--- src/source/sequencer_pkg.sv ---
package sequencer_pkg;

    // Bus geometry
    localparam int axi_data_width_c = 32;
    localparam int axi_addr_width_c = 16;
    localparam int axi_strb_width_c = axi_data_width_c / 8;
    localparam int addr_lsb_c       = 2;

    // Word index of each register, byte offset is index times four
    typedef enum logic [1:0] {
        CONFIG_REG = 2'd0,  // 0x0
        BUFFER_REG = 2'd1,  // 0x4
        STATUS_REG = 2'd2   // 0x8
    } reg_index_t;

    ////////////////////////////////////////
    // CONFIG_REG fields
    ////////////////////////////////////////
    localparam int cfg_run_cmd_lsb_c    = 0;
    localparam int run_cmd_width_c      = 3;
    localparam int cfg_irq_en_bit_c     = 8;
    localparam int cfg_irq_len_lsb_c    = 16;
    localparam int irq_len_width_c      = 8;
    // Self-clearing strobe
    localparam int cfg_loop_start_bit_c = 26;

    // BUFFER_REG field, cleared by the start event
    localparam int buf_ready_bit_c = 24;

    // STATUS_REG fields
    localparam int status_run_bit_c  = 0;
    localparam int status_loop_bit_c = 1;

    // Only the all-ones pattern starts the sequencer
    typedef enum logic [run_cmd_width_c-1:0] {
        RUN_STOP  = 3'b000,
        RUN_START = 3'b111
    } run_cmd_e;

endpackage

--- src/source/reg_access_if.sv ---
`timescale 1ns/10ps

interface reg_access_if;
    import sequencer_pkg::*;

    // Write side, one strobe per accepted write
    logic                        wr_en;
    reg_index_t                  wr_index;
    logic [axi_strb_width_c-1:0] wr_strb;
    logic [axi_data_width_c-1:0] wr_data;

    // Read side, data comes back registered
    logic                        rd_en;
    reg_index_t                  rd_index;
    logic [axi_data_width_c-1:0] rd_data;

    modport bus_mp (
        output wr_en, wr_index, wr_strb, wr_data, rd_en, rd_index,
        input  rd_data
    );

    modport regs_mp (
        input  wr_en, wr_index, wr_strb, wr_data, rd_en, rd_index,
        output rd_data
    );
endinterface

--- src/source/axi_lite_slave.sv ---
`timescale 1ns/10ps

module axi_lite_slave (
    input  logic                                         S_AXI_ACLK,
    input  logic                                         S_AXI_ARESETN,
    input  logic [sequencer_pkg::axi_addr_width_c-1:0]   S_AXI_AWADDR,
    input  logic                                         S_AXI_AWVALID,
    output logic                                         S_AXI_AWREADY,
    input  logic [sequencer_pkg::axi_data_width_c-1:0]   S_AXI_WDATA,
    input  logic [sequencer_pkg::axi_strb_width_c-1:0]   S_AXI_WSTRB,
    input  logic                                         S_AXI_WVALID,
    output logic                                         S_AXI_WREADY,
    output logic [1:0]                                   S_AXI_BRESP,
    output logic                                         S_AXI_BVALID,
    input  logic                                         S_AXI_BREADY,
    input  logic [sequencer_pkg::axi_addr_width_c-1:0]   S_AXI_ARADDR,
    input  logic                                         S_AXI_ARVALID,
    output logic                                         S_AXI_ARREADY,
    output logic [sequencer_pkg::axi_data_width_c-1:0]   S_AXI_RDATA,
    output logic [1:0]                                   S_AXI_RRESP,
    output logic                                         S_AXI_RVALID,
    input  logic                                         S_AXI_RREADY,
    reg_access_if.bus_mp                                 bus
);
    import sequencer_pkg::*;

    logic                        wr_ready_q;
    logic                        bvalid_q;
    logic                        arready_q;
    logic                        rvalid_q;
    logic [axi_addr_width_c-1:0] awaddr_q;
    logic [axi_addr_width_c-1:0] araddr_q;
    logic                        wr_accept;
    logic                        wr_fire;
    logic                        rd_accept;
    logic                        rd_fire;

    ////////////////////////////////////////
    // Write channels
    ////////////////////////////////////////

    // Address and data are taken together, never with a response pending
    assign wr_accept = !wr_ready_q && !bvalid_q && S_AXI_AWVALID && S_AXI_WVALID;
    assign wr_fire   = wr_ready_q && S_AXI_AWVALID && S_AXI_WVALID;

    always_ff @(posedge S_AXI_ACLK)
    begin
        if (!S_AXI_ARESETN)
        begin
            wr_ready_q <= 1'b0;
            bvalid_q   <= 1'b0;
        end
        else
        begin
            wr_ready_q <= wr_accept;
            if (wr_fire)
                bvalid_q <= 1'b1;
            else if (S_AXI_BREADY)
                bvalid_q <= 1'b0;
        end
    end

    always_ff @(posedge S_AXI_ACLK)
    begin
        if (wr_accept)
            awaddr_q <= S_AXI_AWADDR;
    end

    ////////////////////////////////////////
    // Read channels
    ////////////////////////////////////////

    // One read in flight, the next address waits for RVALID to drop
    assign rd_accept = !arready_q && !rvalid_q && S_AXI_ARVALID;
    assign rd_fire   = arready_q && S_AXI_ARVALID && !rvalid_q;

    always_ff @(posedge S_AXI_ACLK)
    begin
        if (!S_AXI_ARESETN)
        begin
            arready_q <= 1'b0;
            rvalid_q  <= 1'b0;
        end
        else
        begin
            arready_q <= rd_accept;
            if (rd_fire)
                rvalid_q <= 1'b1;
            else if (S_AXI_RREADY)
                rvalid_q <= 1'b0;
        end
    end

    always_ff @(posedge S_AXI_ACLK)
    begin
        if (rd_accept)
            araddr_q <= S_AXI_ARADDR;
    end

    assign S_AXI_AWREADY = wr_ready_q;
    assign S_AXI_WREADY  = wr_ready_q;
    assign S_AXI_BVALID  = bvalid_q;
    assign S_AXI_BRESP   = 2'b00;
    assign S_AXI_ARREADY = arready_q;
    assign S_AXI_RVALID  = rvalid_q;
    assign S_AXI_RRESP   = 2'b00;
    assign S_AXI_RDATA   = bus.rd_data;

    // Word index from the latched byte address
    assign bus.wr_en    = wr_fire;
    assign bus.wr_index = reg_index_t'(awaddr_q[addr_lsb_c +: $bits(reg_index_t)]);
    assign bus.wr_strb  = S_AXI_WSTRB;
    assign bus.wr_data  = S_AXI_WDATA;
    assign bus.rd_en    = rd_fire;
    assign bus.rd_index = reg_index_t'(araddr_q[addr_lsb_c +: $bits(reg_index_t)]);

    // Responses hold until the master takes them
    bvalid_hold_a: assert property (@(posedge S_AXI_ACLK) disable iff (!S_AXI_ARESETN)
        S_AXI_BVALID && !S_AXI_BREADY |=> S_AXI_BVALID);
    rvalid_hold_a: assert property (@(posedge S_AXI_ACLK) disable iff (!S_AXI_ARESETN)
        S_AXI_RVALID && !S_AXI_RREADY |=> S_AXI_RVALID && $stable(S_AXI_RDATA));
endmodule

--- src/source/sequencer_regs.sv ---
`timescale 1ns/10ps

module sequencer_regs (
    input  logic                                       S_AXI_ACLK,
    input  logic                                       S_AXI_ARESETN,
    reg_access_if.regs_mp                              regs,
    input  logic                                       run_active_i,
    input  logic                                       loop_active_i,
    input  logic                                       start_event_i,
    output sequencer_pkg::run_cmd_e                    run_cmd_o,
    output logic                                       loop_start_o,
    output logic                                       irq_en_o,
    output logic [sequencer_pkg::irq_len_width_c-1:0]  irq_len_o
);
    import sequencer_pkg::*;

    logic [axi_data_width_c-1:0] config_q;
    logic [axi_data_width_c-1:0] buffer_q;
    logic [axi_data_width_c-1:0] config_d;
    logic [axi_data_width_c-1:0] buffer_d;
    logic [axi_data_width_c-1:0] status_w;
    logic [axi_data_width_c-1:0] read_mux;

    // Strobed bytes replace the old value, the rest are kept
    function automatic logic [axi_data_width_c-1:0] merge_bytes(
        input logic [axi_data_width_c-1:0] old_val,
        input logic [axi_data_width_c-1:0] new_val,
        input logic [axi_strb_width_c-1:0] strb
    );
        logic [axi_data_width_c-1:0] result;
        result = old_val;
        for (int b = 0; b < axi_strb_width_c; b++)
        begin
            if (strb[b])
                result[8*b +: 8] = new_val[8*b +: 8];
        end
        return result;
    endfunction

    ////////////////////////////////////////
    // Next register values
    ////////////////////////////////////////
    always_comb
    begin
        config_d = config_q;
        config_d[cfg_loop_start_bit_c] = 1'b0;
        buffer_d = buffer_q;
        if (start_event_i)
            buffer_d[buf_ready_bit_c] = 1'b0;
        // A bus write lands on top of the internal update
        if (regs.wr_en && regs.wr_index == CONFIG_REG)
            config_d = merge_bytes(config_d, regs.wr_data, regs.wr_strb);
        if (regs.wr_en && regs.wr_index == BUFFER_REG)
            buffer_d = merge_bytes(buffer_d, regs.wr_data, regs.wr_strb);
    end

    always_comb
    begin
        status_w = '0;
        status_w[status_run_bit_c]  = run_active_i;
        status_w[status_loop_bit_c] = loop_active_i;
    end

    always_comb
    begin
        case (regs.rd_index)
            CONFIG_REG: read_mux = config_q;
            BUFFER_REG: read_mux = buffer_q;
            STATUS_REG: read_mux = status_w;
            default:    read_mux = '0;
        endcase
    end

    always_ff @(posedge S_AXI_ACLK)
    begin
        if (!S_AXI_ARESETN)
        begin
            config_q     <= '0;
            buffer_q     <= '0;
            regs.rd_data <= '0;
        end
        else
        begin
            config_q <= config_d;
            buffer_q <= buffer_d;
            if (regs.rd_en)
                regs.rd_data <= read_mux;
        end
    end

    assign run_cmd_o    = run_cmd_e'(config_q[cfg_run_cmd_lsb_c +: run_cmd_width_c]);
    assign loop_start_o = config_q[cfg_loop_start_bit_c];
    assign irq_en_o     = config_q[cfg_irq_en_bit_c];
    assign irq_len_o    = config_q[cfg_irq_len_lsb_c +: irq_len_width_c];

    // Strobe lasts one cycle even with back-to-back bus traffic
    loop_strobe_a: assert property (@(posedge S_AXI_ACLK) disable iff (!S_AXI_ARESETN)
        loop_start_o |=> !loop_start_o);
endmodule

--- src/source/run_control.sv ---
`timescale 1ns/10ps

module run_control #(
    parameter int raster_period_p = 1250
) (
    input  logic                    S_AXI_ACLK,
    input  logic                    S_AXI_ARESETN,
    input  sequencer_pkg::run_cmd_e run_cmd_i,
    input  logic                    loop_start_i,
    input  logic                    external_trigger_i,
    output logic                    run_active_o,
    output logic                    loop_active_o,
    output logic                    start_event_o
);
    import sequencer_pkg::*;

    localparam int cnt_width_c = $clog2(raster_period_p);
    localparam logic [cnt_width_c-1:0] cnt_last_c = cnt_width_c'(raster_period_p - 1);

    logic                   start_cmd;
    logic                   loop_run;
    logic                   loop_fire;
    logic                   trigger;
    logic                   run_q;
    logic                   run_d1_q;
    logic                   loop_en_q;
    logic [cnt_width_c-1:0] loop_cnt_q;

    assign start_cmd = run_cmd_i == RUN_START;

    // Loop counts from the strobe cycle on, so the first trigger
    // lands one raster period after the strobe edge
    assign loop_run  = start_cmd && (loop_start_i || loop_en_q);
    assign loop_fire = loop_run && loop_cnt_q == cnt_last_c;
    assign trigger   = external_trigger_i || loop_fire;

    always_ff @(posedge S_AXI_ACLK)
    begin
        if (!S_AXI_ARESETN)
        begin
            run_q      <= 1'b0;
            run_d1_q   <= 1'b0;
            loop_en_q  <= 1'b0;
            loop_cnt_q <= '0;
        end
        else
        begin
            run_q     <= start_cmd && (trigger || run_q);
            run_d1_q  <= run_q;
            loop_en_q <= loop_run;
            if (!loop_run || loop_cnt_q == cnt_last_c)
                loop_cnt_q <= '0;
            else
                loop_cnt_q <= loop_cnt_q + 1'b1;
        end
    end

    assign run_active_o  = run_q;
    assign loop_active_o = loop_en_q;
    // First active cycle
    assign start_event_o = run_q && !run_d1_q;

    run_needs_start_a: assert property (@(posedge S_AXI_ACLK) disable iff (!S_AXI_ARESETN)
        run_active_o |-> $past(run_cmd_i) == RUN_START);
endmodule

--- src/source/pulse_stretcher.sv ---
`timescale 1ns/10ps

module pulse_stretcher #(
    parameter int width_p = 8
) (
    input  logic               S_AXI_ACLK,
    input  logic               S_AXI_ARESETN,
    input  logic               event_i,
    input  logic [width_p-1:0] duration_i,
    output logic               pulse_o
);
    logic               fire;
    logic               active_q;
    logic [width_p-1:0] count_q;
    logic [width_p-1:0] duration_q;

    // Zero length never starts a pulse
    assign fire = event_i && duration_i != '0;

    always_ff @(posedge S_AXI_ACLK)
    begin
        if (!S_AXI_ARESETN)
        begin
            active_q <= 1'b0;
            count_q  <= '0;
        end
        else if (fire)
        begin
            active_q <= 1'b1;
            count_q  <= width_p'(1);
        end
        else if (active_q)
        begin
            active_q <= count_q != duration_q;
            count_q  <= count_q + 1'b1;
        end
    end

    always_ff @(posedge S_AXI_ACLK)
    begin
        if (fire)
            duration_q <= duration_i;
    end

    assign pulse_o = active_q;
endmodule

--- src/source/sequencer_top.sv ---
`timescale 1ns/10ps

module sequencer_top #(
    parameter int raster_period_p = 1250
) (
    input  logic                                         S_AXI_ACLK,
    input  logic                                         S_AXI_ARESETN,
    input  logic [sequencer_pkg::axi_addr_width_c-1:0]   S_AXI_AWADDR,
    input  logic                                         S_AXI_AWVALID,
    output logic                                         S_AXI_AWREADY,
    input  logic [sequencer_pkg::axi_data_width_c-1:0]   S_AXI_WDATA,
    input  logic [sequencer_pkg::axi_strb_width_c-1:0]   S_AXI_WSTRB,
    input  logic                                         S_AXI_WVALID,
    output logic                                         S_AXI_WREADY,
    output logic [1:0]                                   S_AXI_BRESP,
    output logic                                         S_AXI_BVALID,
    input  logic                                         S_AXI_BREADY,
    input  logic [sequencer_pkg::axi_addr_width_c-1:0]   S_AXI_ARADDR,
    input  logic                                         S_AXI_ARVALID,
    output logic                                         S_AXI_ARREADY,
    output logic [sequencer_pkg::axi_data_width_c-1:0]   S_AXI_RDATA,
    output logic [1:0]                                   S_AXI_RRESP,
    output logic                                         S_AXI_RVALID,
    input  logic                                         S_AXI_RREADY,
    input  logic                                         external_trigger_i,
    output logic                                         sequencer_active_o,
    output logic                                         tr_start_o,
    output logic                                         ps_interrupt_o
);
    import sequencer_pkg::*;

    // Transmit pulse lasts one raster period
    localparam int tr_width_c = $clog2(raster_period_p + 1);
    localparam logic [tr_width_c-1:0] tr_duration_c = tr_width_c'(raster_period_p);

    run_cmd_e                   run_cmd;
    logic                       loop_start;
    logic                       irq_en;
    logic [irq_len_width_c-1:0] irq_len;
    logic                       run_active;
    logic                       loop_active;
    logic                       start_event;

    reg_access_if reg_bus ();

    axi_lite_slave u_slave (
        .S_AXI_ACLK, .S_AXI_ARESETN,
        .S_AXI_AWADDR, .S_AXI_AWVALID, .S_AXI_AWREADY,
        .S_AXI_WDATA, .S_AXI_WSTRB, .S_AXI_WVALID, .S_AXI_WREADY,
        .S_AXI_BRESP, .S_AXI_BVALID, .S_AXI_BREADY,
        .S_AXI_ARADDR, .S_AXI_ARVALID, .S_AXI_ARREADY,
        .S_AXI_RDATA, .S_AXI_RRESP, .S_AXI_RVALID, .S_AXI_RREADY,
        .bus (reg_bus.bus_mp)
    );

    sequencer_regs u_regs (
        .S_AXI_ACLK, .S_AXI_ARESETN,
        .regs          (reg_bus.regs_mp),
        .run_active_i  (run_active),
        .loop_active_i (loop_active),
        .start_event_i (start_event),
        .run_cmd_o     (run_cmd),
        .loop_start_o  (loop_start),
        .irq_en_o      (irq_en),
        .irq_len_o     (irq_len)
    );

    run_control #(.raster_period_p(raster_period_p)) u_run (
        .S_AXI_ACLK, .S_AXI_ARESETN,
        .run_cmd_i          (run_cmd),
        .loop_start_i       (loop_start),
        .external_trigger_i (external_trigger_i),
        .run_active_o       (run_active),
        .loop_active_o      (loop_active),
        .start_event_o      (start_event)
    );

    pulse_stretcher #(.width_p(tr_width_c)) u_tr_start (
        .S_AXI_ACLK, .S_AXI_ARESETN,
        .event_i    (start_event),
        .duration_i (tr_duration_c),
        .pulse_o    (tr_start_o)
    );

    // Start interrupt only when enabled
    pulse_stretcher #(.width_p(irq_len_width_c)) u_irq (
        .S_AXI_ACLK, .S_AXI_ARESETN,
        .event_i    (start_event && irq_en),
        .duration_i (irq_len),
        .pulse_o    (ps_interrupt_o)
    );

    assign sequencer_active_o = run_active;
endmodule

--- config.mk ---
export PLATFORM = sky130hd
export DESIGN_NAME = sequencer_top
export DESIGN_NICKNAME = d
export VERILOG_FILES = /design/src/source/sequencer_pkg.sv /design/src/source/reg_access_if.sv /design/src/source/axi_lite_slave.sv /design/src/source/sequencer_regs.sv /design/src/source/run_control.sv /design/src/source/pulse_stretcher.sv /design/src/source/sequencer_top.sv
export SDC_FILE = /design/constraint.sdc
export NUM_CORES = 1
export LEC_CHECK = 0
export BUFFER_PORTS_ARGS = -buffer_cell sky130_fd_sc_hd__buf_2
export CAP_MARGIN = 20
export CELL_PAD_IN_SITES_DETAIL_PLACEMENT = 0
export CELL_PAD_IN_SITES_GLOBAL_PLACEMENT = 1
export CORE_ASPECT_RATIO = 1.25
export CORE_MARGIN = 2
export CORE_UTILIZATION = 40
export DETAILED_ROUTE_END_ITERATION = 8
export PLACE_DENSITY_LB_ADDON = 0.1
export SLEW_MARGIN = 10
export SYNTH_ARGS = -nofsm -noshare
export SYNTH_HDL_FRONTEND = slang
export SYNTH_HIERARCHICAL = 1
export SYNTH_SLANG_ARGS = --single-unit
--- constraint.sdc ---
create_clock -name S_AXI_ACLK -period 1.6 [get_ports S_AXI_ACLK]
set_input_delay 0.16 -clock S_AXI_ACLK [delete_from_list [all_inputs] [get_ports S_AXI_ACLK]]
set_output_delay 0.16 -clock S_AXI_ACLK [all_outputs]
set_load 0.05 [all_outputs]
==> metrics.csv, run 1 <==
metric,value,unit
multi_input_area,3140,sq um
antenna_found_initial,1,
grt.total_usage,16.0,%
routed_via_density,4.77,
ioPinCount,120,
period_needed,1.51,ns
post_drt_wl_per_cell,14.4,um
top_layer_used,met5,
nNetsFinal,901,
clkTransAtPathRegs,0.06,ns
route.vias.total,5066,
hold_path_class,input port to flip-flop,
portBuffers,87,
grt_pass1_vias,5005,
place.gp.congestion,0.784,
worst_path_max_fanout,13,
ctsHtreeMaxLevel,4,
netlist-cell-type-count,53,
rr_endpoint,u_regs/config_q[20],
total_leakage_power,3.21,nW
drc,0,
timing.reg2reg.worst_path_depth,5,
worst-r2r-setup-slack,0.09,ns
postSynthAreaPerCell,9.85,sq um
fin_worst_skew,0.00917,ns
postSynth.topFlopCell,sky130_fd_sc_hd__dfxtp_1,
status,completed,
floorplan.initialDensity,40.9,%
grt_overflow,0,
grt_setup_unrepaired,no,
final.setup.tns,0,ns
crit_end,u_regs/config_q[20],
clock_latency,0.42,ns
hold_viol_final,0,
drtPass1Iterations,4,
synth_area_leaders,"sky130_fd_sc_hd__dfxtp_1 37%, sky130_fd_sc_hd__edfxtp_1 9.3%, sky130_fd_sc_hd__buf_4 9.1%",
synth-warning-count,6,
clkSinkCount,158,
synth_seq_area_share,45.9,%
post-place-ws,0.0254,ns
worst_voltage_drop_across_the_vdd_grid,0.730,mV
achievable-frequency,0.661,GHz
regArea,3400,sq um
yosys_top_cell_area_share,36.5,%
synthArstFlopShare,0,%
tcrit_tclk_final,94.6,%
grt_pass1_wl,24800,um
rows,55,
layout.cells.most_common,sky130_fd_sc_hd__dfxtp_1,
stdcell_count,1062,
cts_tree,yes,
final_worst_slack,0.0864,ns
max_cap_violations,0,
detail_route.wirelength,15300,um
synthesis.instances,751,
drive_above_1_share,19.7,%
fp.coreArea,18100,sq um
crit_required,1.91,ns
die_width,126,um
cts-root-to-sink-buffers,2,
route.layer.met1.wl,6680,um
arrival,1.82,ns
worstSetupPathType,flip-flop to flip-flop,
tritoncts.num_buffers,17,
die_h,156,um
grt_max_degree,109,
cts_root_buffer,sky130_fd_sc_hd__clkbuf_16,
cp_endpoint_kind,flip-flop,
synth.ff_latch_count,158,
dieArea,19600,sq um
syn_to_final_growth,16.0,%
insertedDiodeCount,0,
antenna_violating_nets_post_route,0,
layout.cells.most_common_list,"132 x sky130_fd_sc_hd__dfxtp_1, 87 x sky130_fd_sc_hd__buf_2, 74 x sky130_fd_sc_hd__nand2_1",
syn_area,7390,sq um
crit-reg2reg-launch,u_slave/S_AXI_AWREADY,
dp.cells,994,
setup.worst_path.start_class,flip-flop,
yosysTopAreaCell,sky130_fd_sc_hd__dfxtp_1,
first_iter_violations,126,
slew_violations,0,
routed-wl-met2,7850,um
setup_viol,0,
setup.worst_path.start,u_slave/S_AXI_AWREADY,
dp_hpwl,10500,um
power-per-cell-area,981,nW/um^2
wl_met3,542,um
synth-edff-count,23,
number_of_filler_instances_in_the_final_layout,1770,
## critical path, cell delays in order (launching register included)
cell	delay (ns)
sky130_fd_sc_hd__dfxtp_4	0.36
sky130_fd_sc_hd__and3_1	0.20
sky130_fd_sc_hd__buf_12	0.14
sky130_fd_sc_hd__and4bb_4	0.38
sky130_fd_sc_hd__mux2i_1	0.25
sky130_fd_sc_hd__nor2b_1	0.07
## cell type report
class | count | area share, %
Multi-Input combinational cell | 458 | 36.6
Inverter | 38 | 1.66
Sequential cell | 158 | 39.6
Timing Repair Buffer | 148 | 12.0
Clock buffer | 23 | 5.84
Tap cell | 228 | 3.33
Clock inverter | 9 | 0.919
## worst min-delay path by stage
stage	startpoint	end	slack, ns	cells after the start
3_5_place_dp	S_AXI_ARADDR[2]	u_slave/araddr_q[2]	0.34	1
5_1_grt	S_AXI_WDATA[8]	u_regs/buffer_q[8]	0.01	3
2_1_floorplan	S_AXI_ARADDR[2]	u_slave/araddr_q[2]	0.26	0
3_3_place_gp	S_AXI_ARADDR[3]	u_slave/araddr_q[3]	0.34	1
4_1_cts	S_AXI_WDATA[8]	u_regs/buffer_q[8]	0.0002	3
6_report	S_AXI_WDATA[8]	u_regs/buffer_q[8]	0.02	3
## Yosys cell counts, types with 3 or more instances
| cell | count |
|---|---|
| sky130_fd_sc_hd__clkbuf_1 | 13 |
| sky130_fd_sc_hd__ha_1 | 4 |
| sky130_fd_sc_hd__nand3b_1 | 4 |
| sky130_fd_sc_hd__dfxtp_1 | 135 |
| sky130_fd_sc_hd__edfxtp_1 | 23 |
| sky130_fd_sc_hd__inv_1 | 38 |
| sky130_fd_sc_hd__and4b_1 | 4 |
| sky130_fd_sc_hd__buf_4 | 90 |
| sky130_fd_sc_hd__or3_1 | 5 |
| sky130_fd_sc_hd__a21boi_1 | 9 |
| sky130_fd_sc_hd__xnor2_1 | 31 |
| sky130_fd_sc_hd__o22ai_1 | 30 |
| sky130_fd_sc_hd__xor2_1 | 8 |
| sky130_fd_sc_hd__nand2_1 | 74 |
| sky130_fd_sc_hd__o21ai_0 | 5 |
| sky130_fd_sc_hd__conb_1 | 3 |
| sky130_fd_sc_hd__mux2i_1 | 65 |
| sky130_fd_sc_hd__nor2b_1 | 33 |
| sky130_fd_sc_hd__nor3_1 | 11 |
| sky130_fd_sc_hd__buf_2 | 14 |
| sky130_fd_sc_hd__a21boi_0 | 27 |
| sky130_fd_sc_hd__or4_4 | 3 |
| sky130_fd_sc_hd__a211oi_1 | 4 |
| sky130_fd_sc_hd__nand4_1 | 12 |
| sky130_fd_sc_hd__nor2_1 | 24 |
| sky130_fd_sc_hd__nand3_1 | 9 |
| sky130_fd_sc_hd__and2_1 | 33 |
| sky130_fd_sc_hd__nand4b_1 | 6 |
## through the flow
stage | util [%] | total power (W) | hold slack [ns] | area [sq um]
after global routing | 47.4 | 0.00873 | 0.0147 | 8570
after detailed placement | 42.1 | 0.00447 | 0.342 | 7630
after global placement | 42.1 | 0.00447 | 0.345 | 7630
after CTS | 47.3 | 0.00854 | 0.000157 | 8560
final | 47.4 | 0.00842 | 0.0173 | 8570
after floorplan | - | 0.00442 | 0.259 | 7490
## per-layer routing
layer  global-route usage, %  vias to the layer above
li1                        -                     2571
met1                    18.4                     2397
met2                    28.7                       75
met3                    4.15                       21
met4                    5.56                        2
met5                       0                        -
## flip-flops by register name, indices dropped and copies added (netlist names)
signal,cells
u_regs/buffer_q,32
u_tr_start/pulse_o,1
u_run/loop_cnt_q,11
u_regs/regs.rd_data,32
u_tr_start/duration_q,11
u_slave/awaddr_q,2
u_run/loop_active_o,1
u_slave/S_AXI_AWREADY,1
u_run/run_d1_q,1
u_slave/araddr_q,2
u_irq/count_q,8
u_tr_start/count_q,11
u_regs/config_q,32
u_irq/pulse_o,1
u_slave/S_AXI_RVALID,1
u_run/run_active_o,1
u_slave/S_AXI_BVALID,1
u_slave/S_AXI_ARREADY,1
u_irq/duration_q,8
## cells by family (layout without fill, tap and decap cells)
family | after synthesis | in the layout | synth area share [%]
XOR/XNOR | 39 | 39 | 4.62
flip-flops | 158 | 158 | 45.9
multiplexers | 65 | 65 | 8.80
buffers and inverters | 158 | 218 | 13.0
adder cells (fa/ha/maj) | 4 | 4 | 0.677
other | 3 | 26 | 0.152
AO/OA/AOI/OAI | 88 | 88 | 8.80
AND/OR/NAND/NOR | 236 | 236 | 18.0
## power breakdown
group	internal, W	total [W]	switching, W
Combinational	0.000184	0.000396	0.000212
Clock	0.00236	0.00397	0.00161
Sequential	0.00404	0.00405	0.0000165
## timing repair
item / CTS / global route
resized for setup: 0 / 4
setup endpoints to repair: 0 / 12
hold buffers: 35 / 0
endpoints found under the hold margin: 37 / 0
buffers inserted: 0 / 1
Power figures use the tool's default switching activity.
==> run 2: changes to the inputs <==
--- a/config.mk
+++ b/config.mk
@@ -9,10 +9,11 @@
 export CAP_MARGIN = 20
 export CELL_PAD_IN_SITES_DETAIL_PLACEMENT = 0
 export CELL_PAD_IN_SITES_GLOBAL_PLACEMENT = 1
-export CORE_ASPECT_RATIO = 1.25
+export CORE_ASPECT_RATIO = 0.5
 export CORE_MARGIN = 2
 export CORE_UTILIZATION = 40
 export DETAILED_ROUTE_END_ITERATION = 8
+export MAX_ROUTING_LAYER = met4
 export PLACE_DENSITY_LB_ADDON = 0.1
 export SLEW_MARGIN = 10
 export SYNTH_ARGS = -nofsm -noshare
==> metrics.csv, run 2 (same netlist as run 1, synthesis figures left out) <==
metric,value,unit
status,completed,
antenna_found_initial,1,
ctsHtreeMaxLevel,4,
worst-r2r-setup-slack,0.07,ns
setup.worst_path.start_class,flip-flop,
cts-root-to-sink-buffers,2,
detail_route.wirelength,15200,um
layout.cells.most_common,sky130_fd_sc_hd__dfxtp_1,
cts_tree,yes,
insertedDiodeCount,0,
floorplan.initialDensity,40.5,%
hold_viol_final,0,
nNetsFinal,914,
net-switching-power,0.00196,W
first_iter_violations,126,
routed_via_density,4.64,
timing.critical_path.cells,or4b_4 > nor4b_4 > buf_4 > nor3_1,
clkSinkCount,158,
critical_path.n_buffers_inverters,1,
cp_endpoint_kind,flip-flop,
setup_viol,0,
ioPinCount,120,
tritoncts.num_buffers,17,
dieArea,19700,sq um
arrival,1.83,ns
internal_power,0.00679,W
grt_pass1_vias,4668,
final_util,47.9,%
cts_root_buffer,sky130_fd_sc_hd__clkbuf_16,
min_delay_worst_endpoint,u_regs/buffer_q[16],
postPlaceCellArea,7750,sq um
clock_latency,0.43,ns
final.setup.tns,0,ns
cpPeakStageDelay,0.56,ns
power.share.switching,22.3,%
portBuffers,87,
syn_to_final_growth,18.3,%
worstSetupPathType,flip-flop to flip-flop,
clkTransAtPathRegs,0.07,ns
rr_endpoint,u_run/loop_cnt_q[3],
drtPass1Iterations,6,
antenna_violating_nets_post_route,0,
drc,0,
fin_worst_skew,0.00932,ns
grt_setup_unrepaired,no,
seq_power_share,46.3,%
worst_path_max_fanout,7,
layout.cells.most_common_list,"131 x sky130_fd_sc_hd__dfxtp_1, 87 x sky130_fd_sc_hd__buf_2, 74 x sky130_fd_sc_hd__nand2_1",
total_leakage_power,3.28,nW
grt.total_usage,16.8,%
slew_violations,0,
die_width,196,um
drive_above_1_share,20.4,%
tcrit_tclk_final,95.5,%
hold_depth,3,
power-per-cell-area,1000,nW/um^2
die_h,100,um
grt_max_degree,109,
slowest_stage,sky130_fd_sc_hd__or4b_4,
critical-path-top-delay-family,simple AND/OR/NAND/NOR gates,
timing.reg2reg.worst_path_depth,4,
post_cts_buffers,0,
max_cap_violations,0,
achievable-frequency,0.654,GHz
p_clk_share,49.1,%
post_drt_wl_per_cell,14.0,um
worst_voltage_drop_across_the_vdd_grid,0.768,mV
p_total,0.00875,W
biggestRegsByFlops,"u_regs/buffer_q x32, u_regs/config_q x32, u_regs/regs.rd_data x32",
timing.hold.worst.start,S_AXI_WDATA[16],
fp.coreArea,18300,sq um
period_needed,1.53,ns
hold_path_class,input port to flip-flop,
power.combinational.fraction,4.6,%
rows,35,
crit_required,1.90,ns
grt_overflow,0,
crit-reg2reg-launch,u_run/loop_cnt_q[4],
dp_hpwl,10100,um
route.vias.total,5048,
place.gp.congestion,0.708,
postLayoutCellArea,8750,sq um
grt_pass1_wl,24600,um
## run 2: changes by cell type in the layout (fill, tap and decap cells not counted), moves of 3 or more
cell / delta
sky130_fd_sc_hd__buf_4: +8
sky130_fd_sc_hd__clkinv_2: -4
sky130_fd_sc_hd__dlygate4sd3_1: +3
sky130_fd_sc_hd__inv_6: +3
## run 2: layer usage
layer | up-vias | track usage (%) | part of all wire, %
met4 | 0 | 4.90 | 0.67
li1 | 2595 | - | -
met5 | - | - | 0
met1 | 2376 | 22.1 | 50
met2 | 64 | 25.9 | 46
met3 | 13 | 4.13 | 3.4
## run 2: cell type report
cell class | count | area [sq um]
Clock buffer | 21 | 462
Clock inverter | 11 | 154
Fill cell | 1791 | 9510
Inverter | 38 | 143
Multi-Input combinational cell | 458 | 3130
Sequential cell | 158 | 3400
Tap cell | 240 | 300
Timing Repair Buffer | 161 | 1160
## run 2: power by group through the flow
stage | sequential (W) | combinational (W) | clock [W]
finish | 0.00405 | 0.000405 | 0.00429
floorplan | 0.00415 | 0.000270 | 0
global route | 0.00405 | 0.000440 | 0.00456
global placement | 0.00414 | 0.000337 | 0
detailed placement | 0.00414 | 0.000336 | 0
CTS | 0.00405 | 0.000408 | 0.00440
## run 2: what timing repair did
action | CTS | global route
endpoints found under the setup margin | 0 | 9
endpoints found under the hold margin | 46 | 0
hold buffers | 38 | 0
resized for setup | 0 | 2
## run 2: worst max-delay path by stage
stage / startpoint / to / slack [ns] / depth (start not counted)
floorplan: u_regs/config_q[21] / u_irq/duration_q[0] / 0.005 / 4
global placement: u_slave/S_AXI_AWREADY / u_regs/config_q[20] / 0.08 / 5
detailed placement: u_slave/S_AXI_AWREADY / u_regs/config_q[23] / 0.06 / 5
CTS: u_slave/S_AXI_AWREADY / u_regs/config_q[23] / 0.05 / 5
global route: u_run/loop_cnt_q[4] / u_run/loop_cnt_q[7] / 0.01 / 4
finish: u_run/loop_cnt_q[4] / u_run/loop_cnt_q[3] / 0.07 / 4
## run 2: per-stage QoR
step                      hold slack (ns)  cells  worst slack [ns]
after global placement              0.340   1017            0.0778
after floorplan                     0.259    774           0.00464
after global routing               0.0141   1087           0.00950
final                              0.0241   1087            0.0718
after CTS                         0.00130   1087            0.0453
after detailed placement            0.339   1017            0.0648
## run 2: worst reg2reg max path, delay by kind of cell (launching register included)
kind	cells	cell delay (ns)
DFF	1	0.35
and+or+nand+nor	3	0.86
buffers and inverters	1	0.20
==> run 3: changes to the inputs <==
--- a/config.mk
+++ b/config.mk
@@ -7,14 +7,12 @@
 export LEC_CHECK = 0
 export BUFFER_PORTS_ARGS = -buffer_cell sky130_fd_sc_hd__buf_2
 export CAP_MARGIN = 20
-export CELL_PAD_IN_SITES_DETAIL_PLACEMENT = 0
-export CELL_PAD_IN_SITES_GLOBAL_PLACEMENT = 1
 export CORE_ASPECT_RATIO = 0.5
 export CORE_MARGIN = 2
-export CORE_UTILIZATION = 40
+export CORE_UTILIZATION = 51
 export DETAILED_ROUTE_END_ITERATION = 8
 export MAX_ROUTING_LAYER = met4
-export PLACE_DENSITY_LB_ADDON = 0.1
+export PLACE_DENSITY = 0.76
 export SLEW_MARGIN = 10
 export SYNTH_ARGS = -nofsm -noshare
 export SYNTH_HDL_FRONTEND = slang
==> metrics.csv, run 3 (same netlist as run 1, synthesis figures left out) <==
metric,value,unit
hold_slack,0.0134,ns
grt_pass1_wl,23100,um
tritoncts.num_buffers,17,
portBuffers,87,
p_clk_share,47.3,%
grt_pass1_vias,4794,
worstSetupPathType,flip-flop to flip-flop,
timing.critical_path.cells,or4b_4 > nor4b_4 > buf_4 > a211oi_1,
seq_power_share,48.2,%
period_needed,1.52,ns
cpPeakStageDelay,0.56,ns
insertedDiodeCount,0,
dp_hpwl,9410,um
p_total,0.00840,W
timing.hold.worst.start,S_AXI_WDATA[27],
fp.coreArea,14300,sq um
tcrit_tclk_final,94.8,%
power.share.switching,22.1,%
crit-reg2reg-launch,u_run/loop_cnt_q[4],
nNetsFinal,887,
setup.worst_path.start_class,flip-flop,
worst_voltage_drop_across_the_vdd_grid,0.542,mV
status,completed,
cts_tree,yes,
final_worst_slack,0.0830,ns
layout.cells.most_common_list,"132 x sky130_fd_sc_hd__dfxtp_1, 87 x sky130_fd_sc_hd__buf_2, 74 x sky130_fd_sc_hd__nand2_1",
regArea,3400,sq um
rr_endpoint,u_run/loop_cnt_q[6],
grt_overflow,0,
syn_to_final_growth,13.9,%
number_of_filler_instances_in_the_final_layout,1145,
floorplan.initialDensity,51.7,%
rows,31,
slowest_stage,sky130_fd_sc_hd__or4b_4,
die_h,89.1,um
net-switching-power,0.00186,W
dieArea,15500,sq um
grt_max_degree,109,
drive_above_1_share,19.8,%
fin_worst_skew,0.00691,ns
drc,0,
timing.reg2reg.worst_path_depth,4,
antenna_found_initial,0,
clkSinkCount,158,
min_delay_worst_endpoint,u_regs/buffer_q[27],
setup_viol,0,
route.vias.total,5044,
drtPass1Iterations,4,
cts-root-to-sink-buffers,2,
arrival,1.81,ns
multi_input_area,3140,sq um
hold_viol_final,0,
crit_required,1.89,ns
internal_power,0.00654,W
hold_depth,3,
worst_path_max_fanout,7,
routed_via_density,4.95,
dp.cells,961,
grt.total_usage,19.7,%
clkTransAtPathRegs,0.06,ns
worst-r2r-setup-slack,0.08,ns
place.gp.congestion,0.785,
clock_latency,0.41,ns
biggestRegsByFlops,"u_regs/buffer_q x32, u_regs/config_q x32, u_regs/regs.rd_data x32",
layout.cells.most_common,sky130_fd_sc_hd__dfxtp_1,
ioPinCount,120,
ctsHtreeMaxLevel,4,
first_iter_violations,235,
max_cap_violations,0,
antenna_violating_nets_post_route,0,
hold_path_class,input port to flip-flop,
achievable-frequency,0.659,GHz
cp_endpoint_kind,flip-flop,
stdcell_count,1018,
cts_root_buffer,sky130_fd_sc_hd__clkbuf_16,
die_width,174,um
detail_route.wirelength,14500,um
total_leakage_power,3.15,nW
post-place-ws,-0.0261,ns
post_drt_wl_per_cell,14.2,um
power.combinational.fraction,4.5,%
power-per-cell-area,997,nW/um^2
slew_violations,0,
grt_setup_unrepaired,no,
run 3: power by group through the flow:
stage,Sequential [W],Combinational [W],Clock (W)
final,0.00405,0.000374,0.00398
after global routing,0.00405,0.000401,0.00420
after CTS,0.00405,0.000371,0.00402
after detailed placement,0.00414,0.000324,0
after global placement,0.00414,0.000321,0
after floorplan,0.00415,0.000270,0
run 3: how the worst max path moves through the flow:
| stage | start | endpoint | slack, ns | depth (start not counted) |
|---|---|---|---|---|
| 2_1_floorplan | u_regs/config_q[21] | u_irq/duration_q[0] | 0.005 | 4 |
| 4_1_cts | u_slave/S_AXI_AWREADY | u_regs/config_q[6] | 0.01 | 5 |
| 6_report | u_run/loop_cnt_q[4] | u_run/loop_cnt_q[6] | 0.08 | 4 |
| 3_5_place_dp | u_slave/S_AXI_AWREADY | u_regs/config_q[21] | -0.03 | 4 |
| 3_3_place_gp | u_slave/S_AXI_AWREADY | u_regs/config_q[14] | 0.03 | 4 |
| 5_1_grt | u_run/loop_cnt_q[4] | u_run/loop_cnt_q[7] | 0.0004 | 4 |
run 3: per-stage QoR:
step	utilization, %	setup TNS (ns)	area (sq um)
final	58.9	0	8420
after global routing	58.9	0	8420
after CTS	58.8	0	8420
after detailed placement	53.0	-0.0799	7580
after global placement	53.0	0	7580
after floorplan	-	0	7490
run 3: layer usage:
metal,wire [um],global-route usage (%),part of all wire (%),vias to the layer above
li1,-,-,-,2546
met1,6850,23.4,47,2401
met4,279,8.40,1.9,0
met3,411,3.83,2.8,25
met2,6940,33.4,48,72
met5,0,-,0,-
run 3: repair_timing:
item,4_1_cts,5_1_grt
setup buffers,0,1
resized for setup,3,1
hold endpoints to repair,24,0
pin swaps,0,1
hold buffers,24,0
setup endpoints to repair,16,60
run 3: final cells by class:
class                   instances  share of cell area [%]
clock buffers                  21                    5.73
clock inverters                11                    1.23
inverters                      38                    1.69
multi-input cells             458                    37.2
flip-flops and latches        158                    40.4
well taps                     198                    2.94
repair buffers                134                    10.8
run 3: worst max-delay path, delay by kind of cell (launching register included):
kind / cells / cell delay, ns
compound gates: 1 / 0.05
buf+inv: 1 / 0.21
flops: 1 / 0.34
simple gates: 2 / 0.80
